File: src/st_io_cfg.svh
`ifndef ST_IO_CFG_SVH
`define ST_IO_CFG_SVH

// 68000 bus widths
// word address carries A23..A1
`define ST_ADDR_W 23
`define ST_DATA_W 16

// I/O map, byte addresses
// RP5C15 window, sixteen word registers
`define ST_RTC_BASE 24'hFFFC20
// word that holds the $FF8E21 cache/speed byte
`define ST_MSTE_CTRL_ADDR 24'hFF8E20
// sixteen-byte VME window
`define ST_VME_BASE 24'hFF8E00

// bus timing in clk_32 cycles
`define ST_CLK8_DIV 4
`define ST_DTACK_DELAY 2

// mid-scale of the offset-binary audio samples
`define ST_YM_OFFSET 10'h200
`define ST_DMA_OFFSET 8'h80

`endif
File: src/st_rtc_pkg.sv
package st_rtc_pkg;

	// time word from the I/O controller, two BCD digits per field
	typedef struct packed {
		logic [7:0] spare;
		logic [7:0] dow;
		logic [7:0] year;
		logic [7:0] month;
		logic [7:0] day;
		logic [7:0] hours;
		logic [7:0] minutes;
		logic [7:0] seconds;
	} rtc_fields_t;

	// same 64 bits, seen as sixteen nibbles or as named fields
	// nibble 0 is the seconds units digit
	typedef union packed {
		logic [15:0][3:0] nib;
		rtc_fields_t      f;
	} rtc_time_u;

endpackage

File: src/st_bus_pkg.sv
`include "st_io_cfg.svh"

package st_bus_pkg;

	// word address, bit 0 is A1
	typedef logic [`ST_ADDR_W-1:0] bus_addr_t;

	// one bus word, D15..D0
	typedef logic [`ST_DATA_W-1:0] bus_data_t;

	// which register target a decoded cycle goes to
	typedef enum logic [1:0] {
		TGT_NONE,
		TGT_RTC,
		TGT_MSTE_CTRL,
		TGT_VME
	} io_target_e;

endpackage

File: src/cpu_bus_if.sv
`timescale 1ns/100ps

interface cpu_bus_if import st_bus_pkg::*; ();

	// cycle as latched by the decoder at AS_N fall
	bus_addr_t addr;
	bus_data_t wdata;
	logic      rw;
	logic      uds_n;
	logic      lds_n;

	// one clock wide, ends on the DTACK edge
	logic      wr_stb;

	// target selects and their read words
	logic      rtc_sel;
	logic      mste_sel;
	bus_data_t rtc_rdata;
	bus_data_t mste_rdata;

	modport decoder (
		output addr, wdata, rw, uds_n, lds_n, wr_stb, rtc_sel, mste_sel,
		input  rtc_rdata, mste_rdata
	);

	modport rtc (
		input  addr, wdata, rw, wr_stb, rtc_sel,
		output rtc_rdata
	);

	modport ctrl (
		input  wdata, rw, wr_stb, mste_sel,
		output mste_rdata
	);

endinterface

File: src/st_io_top.sv
`timescale 1ns/100ps

module st_io_top import st_bus_pkg::*; (
	input  logic        clk_32,
	input  logic        xsint,

	// 68000 bus
	input  logic        as_n_i,
	input  logic        rw_i,
	input  logic        uds_n_i,
	input  logic        lds_n_i,
	input  bus_addr_t   addr_i,
	input  bus_data_t   data_i,
	output bus_data_t   data_o,
	output logic        dtack_n_o,

	// machine mode
	input  logic        mste_mode_i,
	input  logic        steroids_i,

	// time from the I/O controller
	input  logic [63:0] rtc_i,

	// cpu clocking
	output logic        use_16mhz_o,
	output logic        turbo_o,

	// audio
	input  logic [9:0]  ym_l_i,
	input  logic [9:0]  ym_r_i,
	input  logic [7:0]  dma_l_i,
	input  logic [7:0]  dma_r_i,
	output logic [14:0] audio_l_o,
	output logic [14:0] audio_r_o
);

	logic enable_16mhz;
	logic enable_cache;

	cpu_bus_if bus ();

	st_bus_decode i_decode (
		.clk_32      (clk_32),
		.xsint       (xsint),
		.as_n_i      (as_n_i),
		.rw_i        (rw_i),
		.uds_n_i     (uds_n_i),
		.lds_n_i     (lds_n_i),
		.addr_i      (addr_i),
		.data_i      (data_i),
		.mste_mode_i (mste_mode_i),
		.steroids_i  (steroids_i),
		.bus         (bus.decoder),
		.data_o      (data_o),
		.dtack_n_o   (dtack_n_o)
	);

	rtc_rp5c15 i_rtc (
		.clk_32 (clk_32),
		.xsint  (xsint),
		.bus    (bus.rtc),
		.rtc_i  (rtc_i)
	);

	mste_ctrl_regs i_mste_ctrl (
		.clk_32         (clk_32),
		.xsint          (xsint),
		.bus            (bus.ctrl),
		.enable_16mhz_o (enable_16mhz),
		.enable_cache_o (enable_cache)
	);

	bus_speed_ctrl i_speed (
		.clk_32         (clk_32),
		.xsint          (xsint),
		.as_n_i         (as_n_i),
		.enable_16mhz_i (enable_16mhz),
		.enable_cache_i (enable_cache),
		.steroids_i     (steroids_i),
		.use_16mhz_o    (use_16mhz_o),
		.turbo_o        (turbo_o)
	);

	audio_mix i_audio (
		.clk_32    (clk_32),
		.xsint     (xsint),
		.ym_l_i    (ym_l_i),
		.ym_r_i    (ym_r_i),
		.dma_l_i   (dma_l_i),
		.dma_r_i   (dma_r_i),
		.audio_l_o (audio_l_o),
		.audio_r_o (audio_r_o)
	);

endmodule

File: src/audio_mix.sv
`timescale 1ns/100ps
`include "st_io_cfg.svh"

module audio_mix (
	input  logic        clk_32,
	input  logic        xsint,
	input  logic [9:0]  ym_l_i,
	input  logic [9:0]  ym_r_i,
	input  logic [7:0]  dma_l_i,
	input  logic [7:0]  dma_r_i,
	output logic [14:0] audio_l_o,
	output logic [14:0] audio_r_o
);

	// both samples scaled to 15 bits, then summed with wraparound
	function automatic logic [14:0] mix(input logic [9:0] ym, input logic [7:0] dma);
		logic [9:0] ym_s;
		logic [7:0] dma_s;
		ym_s  = ym - `ST_YM_OFFSET;
		dma_s = dma - `ST_DMA_OFFSET;
		return {ym_s[9], ym_s, ym_s[9:6]} + {dma_s[7], dma_s, dma_s[7:2]};
	endfunction

	always_ff @(posedge clk_32 or negedge xsint) begin
		if (!xsint) begin
			audio_l_o <= '0;
			audio_r_o <= '0;
		end else begin
			audio_l_o <= mix(ym_l_i, dma_l_i);
			audio_r_o <= mix(ym_r_i, dma_r_i);
		end
	end

endmodule

File: src/bus_speed_ctrl.sv
`timescale 1ns/100ps
`include "st_io_cfg.svh"

module bus_speed_ctrl (
	input  logic clk_32,
	input  logic xsint,
	input  logic as_n_i,
	input  logic enable_16mhz_i,
	input  logic enable_cache_i,
	input  logic steroids_i,
	output logic use_16mhz_o,
	output logic turbo_o
);

	localparam int DIV_W = $clog2(`ST_CLK8_DIV);
	localparam logic [DIV_W-1:0] DIV_LAST = DIV_W'(`ST_CLK8_DIV - 1);

	logic [DIV_W-1:0] div_cnt;
	logic             clk8_en;

	// free-running 8 MHz enable
	always_ff @(posedge clk_32 or negedge xsint) begin
		if (!xsint)
			div_cnt <= '0;
		else if (div_cnt == DIV_LAST)
			div_cnt <= '0;
		else
			div_cnt <= div_cnt + 1'b1;
	end

	assign clk8_en = (div_cnt == DIV_LAST);

	// only switch speed between bus cycles
	always_ff @(posedge clk_32 or negedge xsint) begin
		if (!xsint) begin
			use_16mhz_o <= 1'b0;
			turbo_o     <= 1'b0;
		end else if (clk8_en && as_n_i) begin
			use_16mhz_o <= enable_16mhz_i | steroids_i;
			turbo_o     <= enable_cache_i | steroids_i;
		end
	end

endmodule

File: src/mste_ctrl_regs.sv
`timescale 1ns/100ps

module mste_ctrl_regs import st_bus_pkg::*; (
	input  logic    clk_32,
	input  logic    xsint,
	cpu_bus_if.ctrl bus,
	output logic    enable_16mhz_o,
	output logic    enable_cache_o
);

	// bit 0 16 MHz, bit 1 cache
	logic [1:0] ctrl_q;
	bus_data_t  rd_word;

	always_ff @(posedge clk_32 or negedge xsint) begin
		if (!xsint)
			ctrl_q <= 2'b00;
		else if (bus.wr_stb && bus.mste_sel)
			ctrl_q <= bus.wdata[1:0];
	end

	// byte sits on the low lane, unused bits read high
	always_comb begin
		rd_word = '1;
		if (bus.mste_sel && bus.rw)
			rd_word = {8'hff, 6'h3f, ctrl_q};
		bus.mste_rdata = rd_word;
	end

	assign enable_16mhz_o = ctrl_q[0];
	assign enable_cache_o = ctrl_q[1];

endmodule

File: src/rtc_rp5c15.sv
`timescale 1ns/100ps

module rtc_rp5c15 import st_bus_pkg::*, st_rtc_pkg::*; (
	input  logic      clk_32,
	input  logic      xsint,
	cpu_bus_if.rtc    bus,
	input  rtc_time_u rtc_i
);

	logic       bank;
	logic [3:0] scratch [16];
	logic [3:0] idx;
	logic [3:0] nib;
	logic       wr;
	bus_data_t  rd_word;

	// A4..A1 pick the register
	assign idx = bus.addr[3:0];
	assign wr  = bus.wr_stb & bus.rtc_sel;

	always_comb begin
		nib = 4'hf;
		if (idx == 4'hd)
			nib = {1'b1, 2'b00, bank};
		else if (idx == 4'he)
			nib = 4'h0;
		else if (idx == 4'hf)
			nib = 4'hc;
		else if (bank)
			nib = scratch[idx];
		else begin
			case (idx)
				4'h0: nib = rtc_i.nib[0];
				4'h1: nib = rtc_i.nib[1];
				4'h2: nib = rtc_i.nib[2];
				4'h3: nib = rtc_i.nib[3];
				4'h4: nib = rtc_i.nib[4];
				4'h5: nib = rtc_i.nib[5];
				4'h6: nib = rtc_i.f.dow[3:0];
				4'h7: nib = rtc_i.nib[6];
				4'h8: nib = rtc_i.nib[7];
				4'h9: nib = rtc_i.nib[8];
				4'ha: nib = rtc_i.nib[9];
				4'hb: nib = rtc_i.f.year[3:0];
				// TOS counts from 1980, the controller from 2000
				4'hc: nib = rtc_i.f.year[7:4] + 4'd2;
				default: nib = 4'hf;
			endcase
		end
		// no time from the controller, chip looks absent
		if (rtc_i.nib == '0)
			nib = 4'hf;
	end

	always_comb begin
		rd_word = '1;
		if (bus.rtc_sel && bus.rw)
			rd_word = {12'hfff, nib};
		bus.rtc_rdata = rd_word;
	end

	always_ff @(posedge clk_32 or negedge xsint) begin
		if (!xsint)
			bank <= 1'b0;
		else if (wr && idx == 4'hd)
			bank <= bus.wdata[0];
	end

	// bank 1 scratch ram
	always_ff @(posedge clk_32) begin
		if (wr && idx != 4'hd)
			scratch[idx] <= bus.wdata[3:0];
	end

endmodule

File: src/st_bus_decode.sv
`timescale 1ns/100ps
`include "st_io_cfg.svh"

module st_bus_decode import st_bus_pkg::*; (
	input  logic       clk_32,
	input  logic       xsint,
	input  logic       as_n_i,
	input  logic       rw_i,
	input  logic       uds_n_i,
	input  logic       lds_n_i,
	input  bus_addr_t  addr_i,
	input  bus_data_t  data_i,
	input  logic       mste_mode_i,
	input  logic       steroids_i,
	cpu_bus_if.decoder bus,
	output bus_data_t  data_o,
	output logic       dtack_n_o
);

	localparam logic [23:0] RTC_BASE  = `ST_RTC_BASE;
	localparam logic [23:0] CTRL_ADDR = `ST_MSTE_CTRL_ADDR;
	localparam logic [23:0] VME_BASE  = `ST_VME_BASE;
	localparam int CNT_W = $clog2(`ST_DTACK_DELAY + 1);
	localparam logic [CNT_W-1:0] CNT_LAST = CNT_W'(`ST_DTACK_DELAY - 1);

	io_target_e       tgt_d;
	io_target_e       tgt_q;
	logic             active;
	logic [CNT_W-1:0] cnt;
	logic             io_page;
	logic             mste_ok;
	logic             dtack_go;
	bus_data_t        rd_word;

	// no function codes here, just the $FF page
	assign io_page = (addr_i[22:15] == 8'hff);
	// STEroids has no VME or cache register
	assign mste_ok = mste_mode_i & ~steroids_i;

	always_comb begin
		tgt_d = TGT_NONE;
		if (io_page && addr_i[14:4] == RTC_BASE[15:5])
			tgt_d = TGT_RTC;
		else if (io_page && mste_ok && !lds_n_i && addr_i[14:0] == CTRL_ADDR[15:1])
			tgt_d = TGT_MSTE_CTRL;
		else if (io_page && mste_ok && addr_i[14:3] == VME_BASE[15:4])
			tgt_d = TGT_VME;
	end

	// last delay cycle of a decoded cycle
	assign dtack_go = active & ~as_n_i & dtack_n_o & (cnt == CNT_LAST) & (tgt_q != TGT_NONE);
	assign bus.wr_stb = dtack_go & ~bus.rw;

	assign bus.rtc_sel  = (tgt_q == TGT_RTC);
	assign bus.mste_sel = (tgt_q == TGT_MSTE_CTRL);

	always_ff @(posedge clk_32 or negedge xsint) begin
		if (!xsint) begin
			active    <= 1'b0;
			cnt       <= '0;
			tgt_q     <= TGT_NONE;
			dtack_n_o <= 1'b1;
			bus.rw    <= 1'b1;
			bus.uds_n <= 1'b1;
			bus.lds_n <= 1'b1;
		end else if (as_n_i) begin
			// release on the first edge with AS_N high
			active    <= 1'b0;
			tgt_q     <= TGT_NONE;
			dtack_n_o <= 1'b1;
		end else if (!active) begin
			active    <= 1'b1;
			cnt       <= '0;
			tgt_q     <= tgt_d;
			bus.rw    <= rw_i;
			bus.uds_n <= uds_n_i;
			bus.lds_n <= lds_n_i;
		end else begin
			if (cnt != CNT_LAST)
				cnt <= cnt + 1'b1;
			if (dtack_go)
				dtack_n_o <= 1'b0;
		end
	end

	// address and write data of the cycle
	always_ff @(posedge clk_32) begin
		if (!as_n_i && !active) begin
			bus.addr  <= addr_i;
			bus.wdata <= data_i;
		end
	end

	always_comb begin
		case (tgt_q)
			TGT_RTC:       rd_word = bus.rtc_rdata;
			TGT_MSTE_CTRL: rd_word = bus.mste_rdata;
			// VME and unmapped float high
			default:       rd_word = '1;
		endcase
		data_o = {bus.uds_n ? 8'hff : rd_word[15:8], bus.lds_n ? 8'hff : rd_word[7:0]};
	end

endmodule

File: config.mk
export PLATFORM = sky130hd
export DESIGN_NAME = st_io_top
export DESIGN_NICKNAME = d
export VERILOG_FILES = /design/src/st_rtc_pkg.sv /design/src/st_bus_pkg.sv /design/src/cpu_bus_if.sv /design/src/st_io_top.sv /design/src/audio_mix.sv /design/src/bus_speed_ctrl.sv /design/src/mste_ctrl_regs.sv /design/src/rtc_rp5c15.sv /design/src/st_bus_decode.sv
export VERILOG_INCLUDE_DIRS = /design/src /design/src/src
export SDC_FILE = /design/constraint.sdc
export NUM_CORES = 1
export LEC_CHECK = 0
export BUFFER_PORTS_ARGS = -buffer_cell sky130_fd_sc_hd__buf_2
export CAP_MARGIN = 20
export CELL_PAD_IN_SITES_DETAIL_PLACEMENT = 0
export CELL_PAD_IN_SITES_GLOBAL_PLACEMENT = 1
export CORE_MARGIN = 3
export CORE_UTILIZATION = 41
export CTS_CLUSTER_SIZE = 30
export DETAILED_ROUTE_END_ITERATION = 12
export MAX_ROUTING_LAYER = met4
export PLACE_DENSITY_LB_ADDON = 0.3
export SYNTH_ARGS = -nofsm -noshare
export SYNTH_HDL_FRONTEND = slang
export SYNTH_SLANG_ARGS = --single-unit
File: constraint.sdc
create_clock -name clk_32 -period 2.95 [get_ports clk_32]
set_clock_uncertainty 0.15 [all_clocks]
set_input_delay 0.4425 -clock clk_32 [delete_from_list [all_inputs] [get_ports clk_32]]
set_output_delay 0.4425 -clock clk_32 [all_outputs]
set_load 0.005 [all_outputs]
Word level (Yosys, flattened, before mapping)

Memory sizes are Yosys's and may differ from the RTL's. A register that Yosys moved wholly into a read port is not among the register bits.
Cells that the tools add are included.
W data, S select, Z words.

Add/subtract/negate cells: 9
$mul: 0
Divide/modulo/power cells: 0
Order comparisons: 0
Equality and inequality tests: 27
Shift operators: 0
Muxes and demuxes: 26
Bitwise gates (word level): 13
Reductions and logical operators: 23

Operator list:

| operator                 | number |
|---|---|
| $logic_not A64 Y1        | 1 |
| $pmux W4 S13             | 1 |
| $eq A4 B4 Y1 const B     | 8 |
| $pmux W16 S2             | 1 |
| $add A14 B14 Y15         | 2 |
| $mux W4                  | 7 |
| $sub A10 B10 Y10 const B | 2 |
| $mux W2                  | 9 |
| $eq A4 B3 Y1 const B     | 4 |
| $mux W8                  | 2 |
| $sub A8 B8 Y8 const B    | 2 |
| $eq A15 B15 Y1 const B   | 1 |
| $eq A12 B12 Y1 const B   | 1 |
| $logic_and A1 B1 Y1      | 12 |
| $eq A11 B11 Y1 const B   | 1 |
| $eq A4 B2 Y1 const B     | 2 |
| $eq A8 B8 Y1 const B     | 1 |
| $and A1 B1 Y1            | 7 |
| $mux W1                  | 6 |
| $reduce_and A2 Y1        | 3 |
| $reduce_bool A2 Y1       | 3 |
| $add A2 B1 Y2 const B    | 2 |
| $add A4 B2 Y4 const B    | 1 |
| $eq A2 B1 Y1 const B     | 2 |
| other kinds (9)          | 17 |

Bits in registers: 54
Bits in latches: 0
RAM bits: 64
Bits in read-only memories: 0
Bits of input ports: 147
Output and inout bits: 49
Logic and storage cells: 115
Memories: 1

Memories:

| memory        | depth | bits a word | read ports | clocked after memory_dff | write ports | RTL line         | source |
|---|---|---|---|---|---|---|---|
| i_rtc.scratch | 16    | 4           | 1          | 1                        | 1           | rtc_rp5c15.sv:11 | `logic [3:0] scratch [16];` |

Depth between registers and ports, before layout

Depth after elaboration: 10
Gate-level depth with buffers: 9
Gate-level depth less buffers: 9

Cells and area by module

A second synthesis with hierarchy kept.

Cells, all modules: 633
Area, all modules: 7698.6 µm²

By module, submodules not included:

| module         | times used | cells an instance | area an instance (µm²) | sequential area each (µm²) |
|---|---|---|---|---|
| rtc_rp5c15     | 1          | 255               | 3330.7                 | 1826.8 |
| audio_mix      | 1          | 215               | 2070.7                 | 750.7 |
| st_bus_decode  | 1          | 129               | 1940.6                 | 1401.3 |
| mste_ctrl_regs | 1          | 22                | 210.2                  | 50.0 |
| bus_speed_ctrl | 1          | 12                | 146.4                  | 100.1 |

Worst setup path before layout

OpenSTA, ideal clock, no wires.

Kind: input -> register
Start point: in ym_r_i[6]
End point: reg i_audio.audio_r_o[14]
Data arrival time: 2.035 ns
Data required time: 2.680 ns
Path slack: 0.645 ns
Cell stages on the path: 9
Buffers on the path: 0
Cells stage by stage: ha_1 > inv_1 > fa_1 > nor2b_1 > o2111ai_1 > a31oi_1 > o21ai_0 > a21bo_2 > a31o_2

Cells in the longest elaborated chain, start to end: 2

RTL lines:

| element                    | RTL line        | source |
|---|---|---|
| start: declaration         | st_io_top.sv:30 | `input logic [9:0] ym_r_i,` |
| $sub A10 B10 Y10 (no line) | -               |  |
| $add A14 B14 Y15           | audio_mix.sv:21 | `return {ym_s[9], ym_s, ym_s[9:6]} + {dma_s[7], dma_s, dma_s[7:2]};` |
| end signal: assignment     | audio_mix.sv:30 | `audio_r_o <= mix(ym_r_i, dma_r_i);` |
| end: declaration           | audio_mix.sv:12 | `output logic [14:0] audio_r_o` |

No other way between the ends.
A chain may end at the register's enable or synchronous reset.

==> flow_metrics.py <==
metrics = {
    "status": {
        "run_status": "completed",
    },
    "clock_tree": {
        "cts.reportedPaths.clkPinSlew_ns": 0.05,
        "clock_tree_from_tritoncts": "built",
        "insertion_delay_ns": 0.40,
        "root_buffer": "clkbuf_16",
        "tritoncts_buffer_count": 17,
        "clock_path_buffers": 2,
        "cts_max_level": 4,
        "cts_sinks": 121,
    },
    "logic_synthesis": {
        "asyncSetResetFlopFracSynth_pct": 37.19,
        "post_synth_inst_count": 590,
        "post_synth.cell_area_avg_um2": 11.56,
        "synth-xor-area-share_pct": 2.826,
        "synth_edf_count": 72,
        "mappedNetlistArea_um2": 6818,
        "main_combinational_cell_family_by_area_after_synthesis": "simple AND/OR/NAND/NOR gates",
        "seq_area_frac_synth_pct": 49.46,
        "yosys-mux-area-fraction_pct": 8.130,
        "post-synth-top-area-cell": "edfxtp_1",
        "synth-adder-area-share_pct": 6.827,
        "synth-seq-cells": 121,
        "ys.flop_type": "edfxtp_1",
        "yosys_warnings": 0,
        "synth_compound_gate_area_share_pct": 13.25,
        "netlist_top_cells_area": "edfxtp_1 (32%), dfrtp_1 (15%), ha_1 (6.2%)",
        "post-synth-top-area-fraction_pct": 31.71,
        "synth-simple-area-share_pct": 13.38,
        "synth.lib_cells_used.distinct": 68,
    },
    "final_layout": {
        "layout.cells.most_common": "buf_2",
        "drive_gt1_share_pct": 33.91,
        "layout_common_cells": "buf_2 (170), edfxtp_1 (72), dfrtp_1 (42)",
        "utilization_pct": 54.01,
        "final_standard_cell_count_with_taps_included_and_fillers_excluded": 1021,
        "area_delta_synth_final_pct": 27.20,
        "antenna-diode-count": 0,
        "final_net_count": 975,
    },
    "drt": {
        "drc": 0,
        "wl_per_cell_um": 17.32,
        "drtPass1Iterations": 5,
        "finalWirelength_mm": 17.68,
        "postRouteAntennaNets": 0,
        "route.vias.total": 5548,
        "initialDrtViolationCount": 228,
        "vias_per_cell": 5.434,
    },
    "grt": {
        "grt_overflow_total": 0,
        "global_route.usage.total_pct": 20.19,
        "grt_pass1_vias": 5815,
        "largest_net_degree_at_the_start_of_global_routing": 46,
        "antenna_violations_before_repair": 0,
        "wire_length_of_the_first_global_routing_pass_mm": 28.25,
    },
    "sta": {
        "rsz_0062_raised_after_global_routing": "yes",
        "fmax_mhz": 343.0,
        "fin_ws_ns": 0.03432,
        "setup_viol": 0,
        "tightest_slew_ns": 0.5943,
        "number_of_hold_violations_in_the_final_report": 0,
        "holdWs_ns": 0.06327,
        "finalCriticalPeriod_ns": 2.916,
        "relSlewSlack_pct": 60.38,
        "timing_max_transition_violations_final": 0,
        "min_period_over_period_pct": 98.84,
    },
    "setup_path": {
        "crit_path_max_fanout": 4,
        "timing.critical_path.max_delay_family": "multiplexers",
        "setup.worst_path.class": "register to primary output",
        "worst_path_max_delay_cell": "mux4_1",
        "worst_path_largest_cell_delay_ns": 0.60,
        "worstPathArrival_ns": 2.32,
        "start_kind": "register",
        "cp_cell_sequence": "buf_4, mux4_1, mux2i_2, a41oi_2, a41o_1, buf_2",
        "critPathCaptureType": "primary output",
        "cp.required_ns": 2.36,
        "r2r_start": "i_decode.cnt[1]",
        "reg2reg_depth": 8,
        "timing.rr.end": "i_rtc.scratch[3][2]",
        "worst-r2r-setup-slack_ns": 0.30,
        "critPathBufInv": 2,
    },
    "power": {
        "leakagePower_nw": 3.631,
        "p_total_w": 0.004712,
        "power_density_nw_per_um2": 543.3,
        "vdd_ir_drop_max_mv": 0.2948,
    },
    "worst_hold_path": {
        "number_of_stages_on_the_worst_hold_path": 1,
        "hold_path.class": "input port to register",
        "holdPathEnd": "i_decode.bus.wdata[3]",
        "hold_start": "data_i[3]",
    },
    "die": {
        "die_width_um": 135.0,
        "design.die.area_um2": 18210,
        "dieHeight_um": 135.0,
        "floorplan.initialDensity_pct": 42.46,
        "coreArea_um2": 16060,
        "rows": 46,
        "io_pins": 196,
    },
    "place": {
        "dp.final_hpwl_mm": 13.67,
        "dp.cells": 982,
        "final_wtd_congestion": 0.9079,
        "placement.setup.worst_slack_ns": 0.05604,
        "placement.io_buffers": 170,
    },
    "run": {
        "drv_cap": 0,
    },
}
## repair_timing
| action | CTS | global route |
|---|---|---|
| buffers inserted | 4 | 1 |
| setup endpoints to repair | 4 | 11 |
| pin swaps | 5 | 8 |
| hold buffers | 0 | 1 |
| hold endpoints to repair | 0 | 10 |
| gates resized for setup | 18 | 12 |
| gates cloned | 0 | 0 |
## worst register-to-register path, cell delays in order (launching register included)
cell	delay (ns)
dfrtp_1	0.38
inv_1	0.08
ha_1	0.23
nand3b_1	0.13
nor4b_2	0.36
and2_1	0.27
nand3_1	0.23
nor3_1	0.34
buf_4	0.20
## sequential cells by signal, summed over array words and instances, names as in the netlist, 2 cells and up, named ones only
signal,cells
i_rtc.scratch,64
i_audio.audio_l_o,15
i_audio.audio_r_o,15
i_decode.bus.addr,4
i_decode.bus.wdata,4
i_decode.cnt,2
i_decode.tgt_q,2
i_mste_ctrl.ctrl_q,2
i_speed.div_cnt,2
## synthesized netlist by cell type (5+ instances only)
cell,number
o21ai_0,31
clkbuf_8,7
mux2_2,9
xnor2_1,16
mux2i_1,7
edfxtp_1,72
a31oi_1,10
a41oi_1,5
and3_1,7
nor3_1,13
buf_6,5
nand2_1,35
inv_1,33
nor4_1,20
nor2_1,41
dfrtp_1,42
a21o_1,8
nand4_1,12
buf_2,5
ha_1,34
nand3_1,17
mux4_1,6
a21oi_1,29
nand2b_1,8
mux4_2,10
buf_4,13
nor2b_1,10
xor2_1,6
## cells by family (layout without fill, tap and decap cells)
logic type / after synthesis / count (layout)
simple gates: 178 / 178
compound gates: 133 / 133
flops: 121 / 121
fa+ha+maj: 36 / 36
mux: 32 / 32
buf+inv: 66 / 267
other cells: 2 / 16
xor+xnor: 22 / 22
## report_power, final
group | switching [W] | internal (W)
logic | 0.000405 | 0.000378
clock network | 0.000678 | 0.00128
registers | 0.0000590 | 0.00191
## how the worst max path moves through the flow
stage	from	endpoint	slack (ns)	depth (start not counted)
3_5_place_dp	rtc_i[5]	data_o[1]	0.06	10
3_3_place_gp	rtc_i[5]	data_o[1]	0.01	10
5_1_grt	register	data_o[2]	-0.07	8
2_1_floorplan	ym_r_i[6]	i_audio.audio_r_o[14]	0.65	9
4_1_cts	register	data_o[3]	0.004	6
6_report	register	data_o[3]	0.03	6
## metal layers
layer | up-vias | part of all wire [%] | GRT usage (%)
li1 | 2644 | - | -
met1 | 2660 | 41 | 23.89
met2 | 212 | 49 | 33.24
met3 | 32 | 7.4 | 5.477
met4 | 0 | 2.3 | 7.503
met5 | - | 0 | -
## cell type report
type	count	area, µm²
Tap cell	216	270.3
Multi-Input combinational cell	417	3187
Clock buffer	24	471.7
Clock inverter	8	96.34
Fill cell	1444	7386
Timing Repair Buffer	202	1146
Inverter	33	123.9
Sequential cell	121	3377
## through the flow
step                TNS, ns  instance area [µm²]
floorplan                 0                 6870
global placement          0                 7918
detailed placement        0                 7918
CTS                       0                 8593
global route        -0.1838                 8672
finish                    0                 8672
Note: power is estimated with default switching activity, not from simulation.
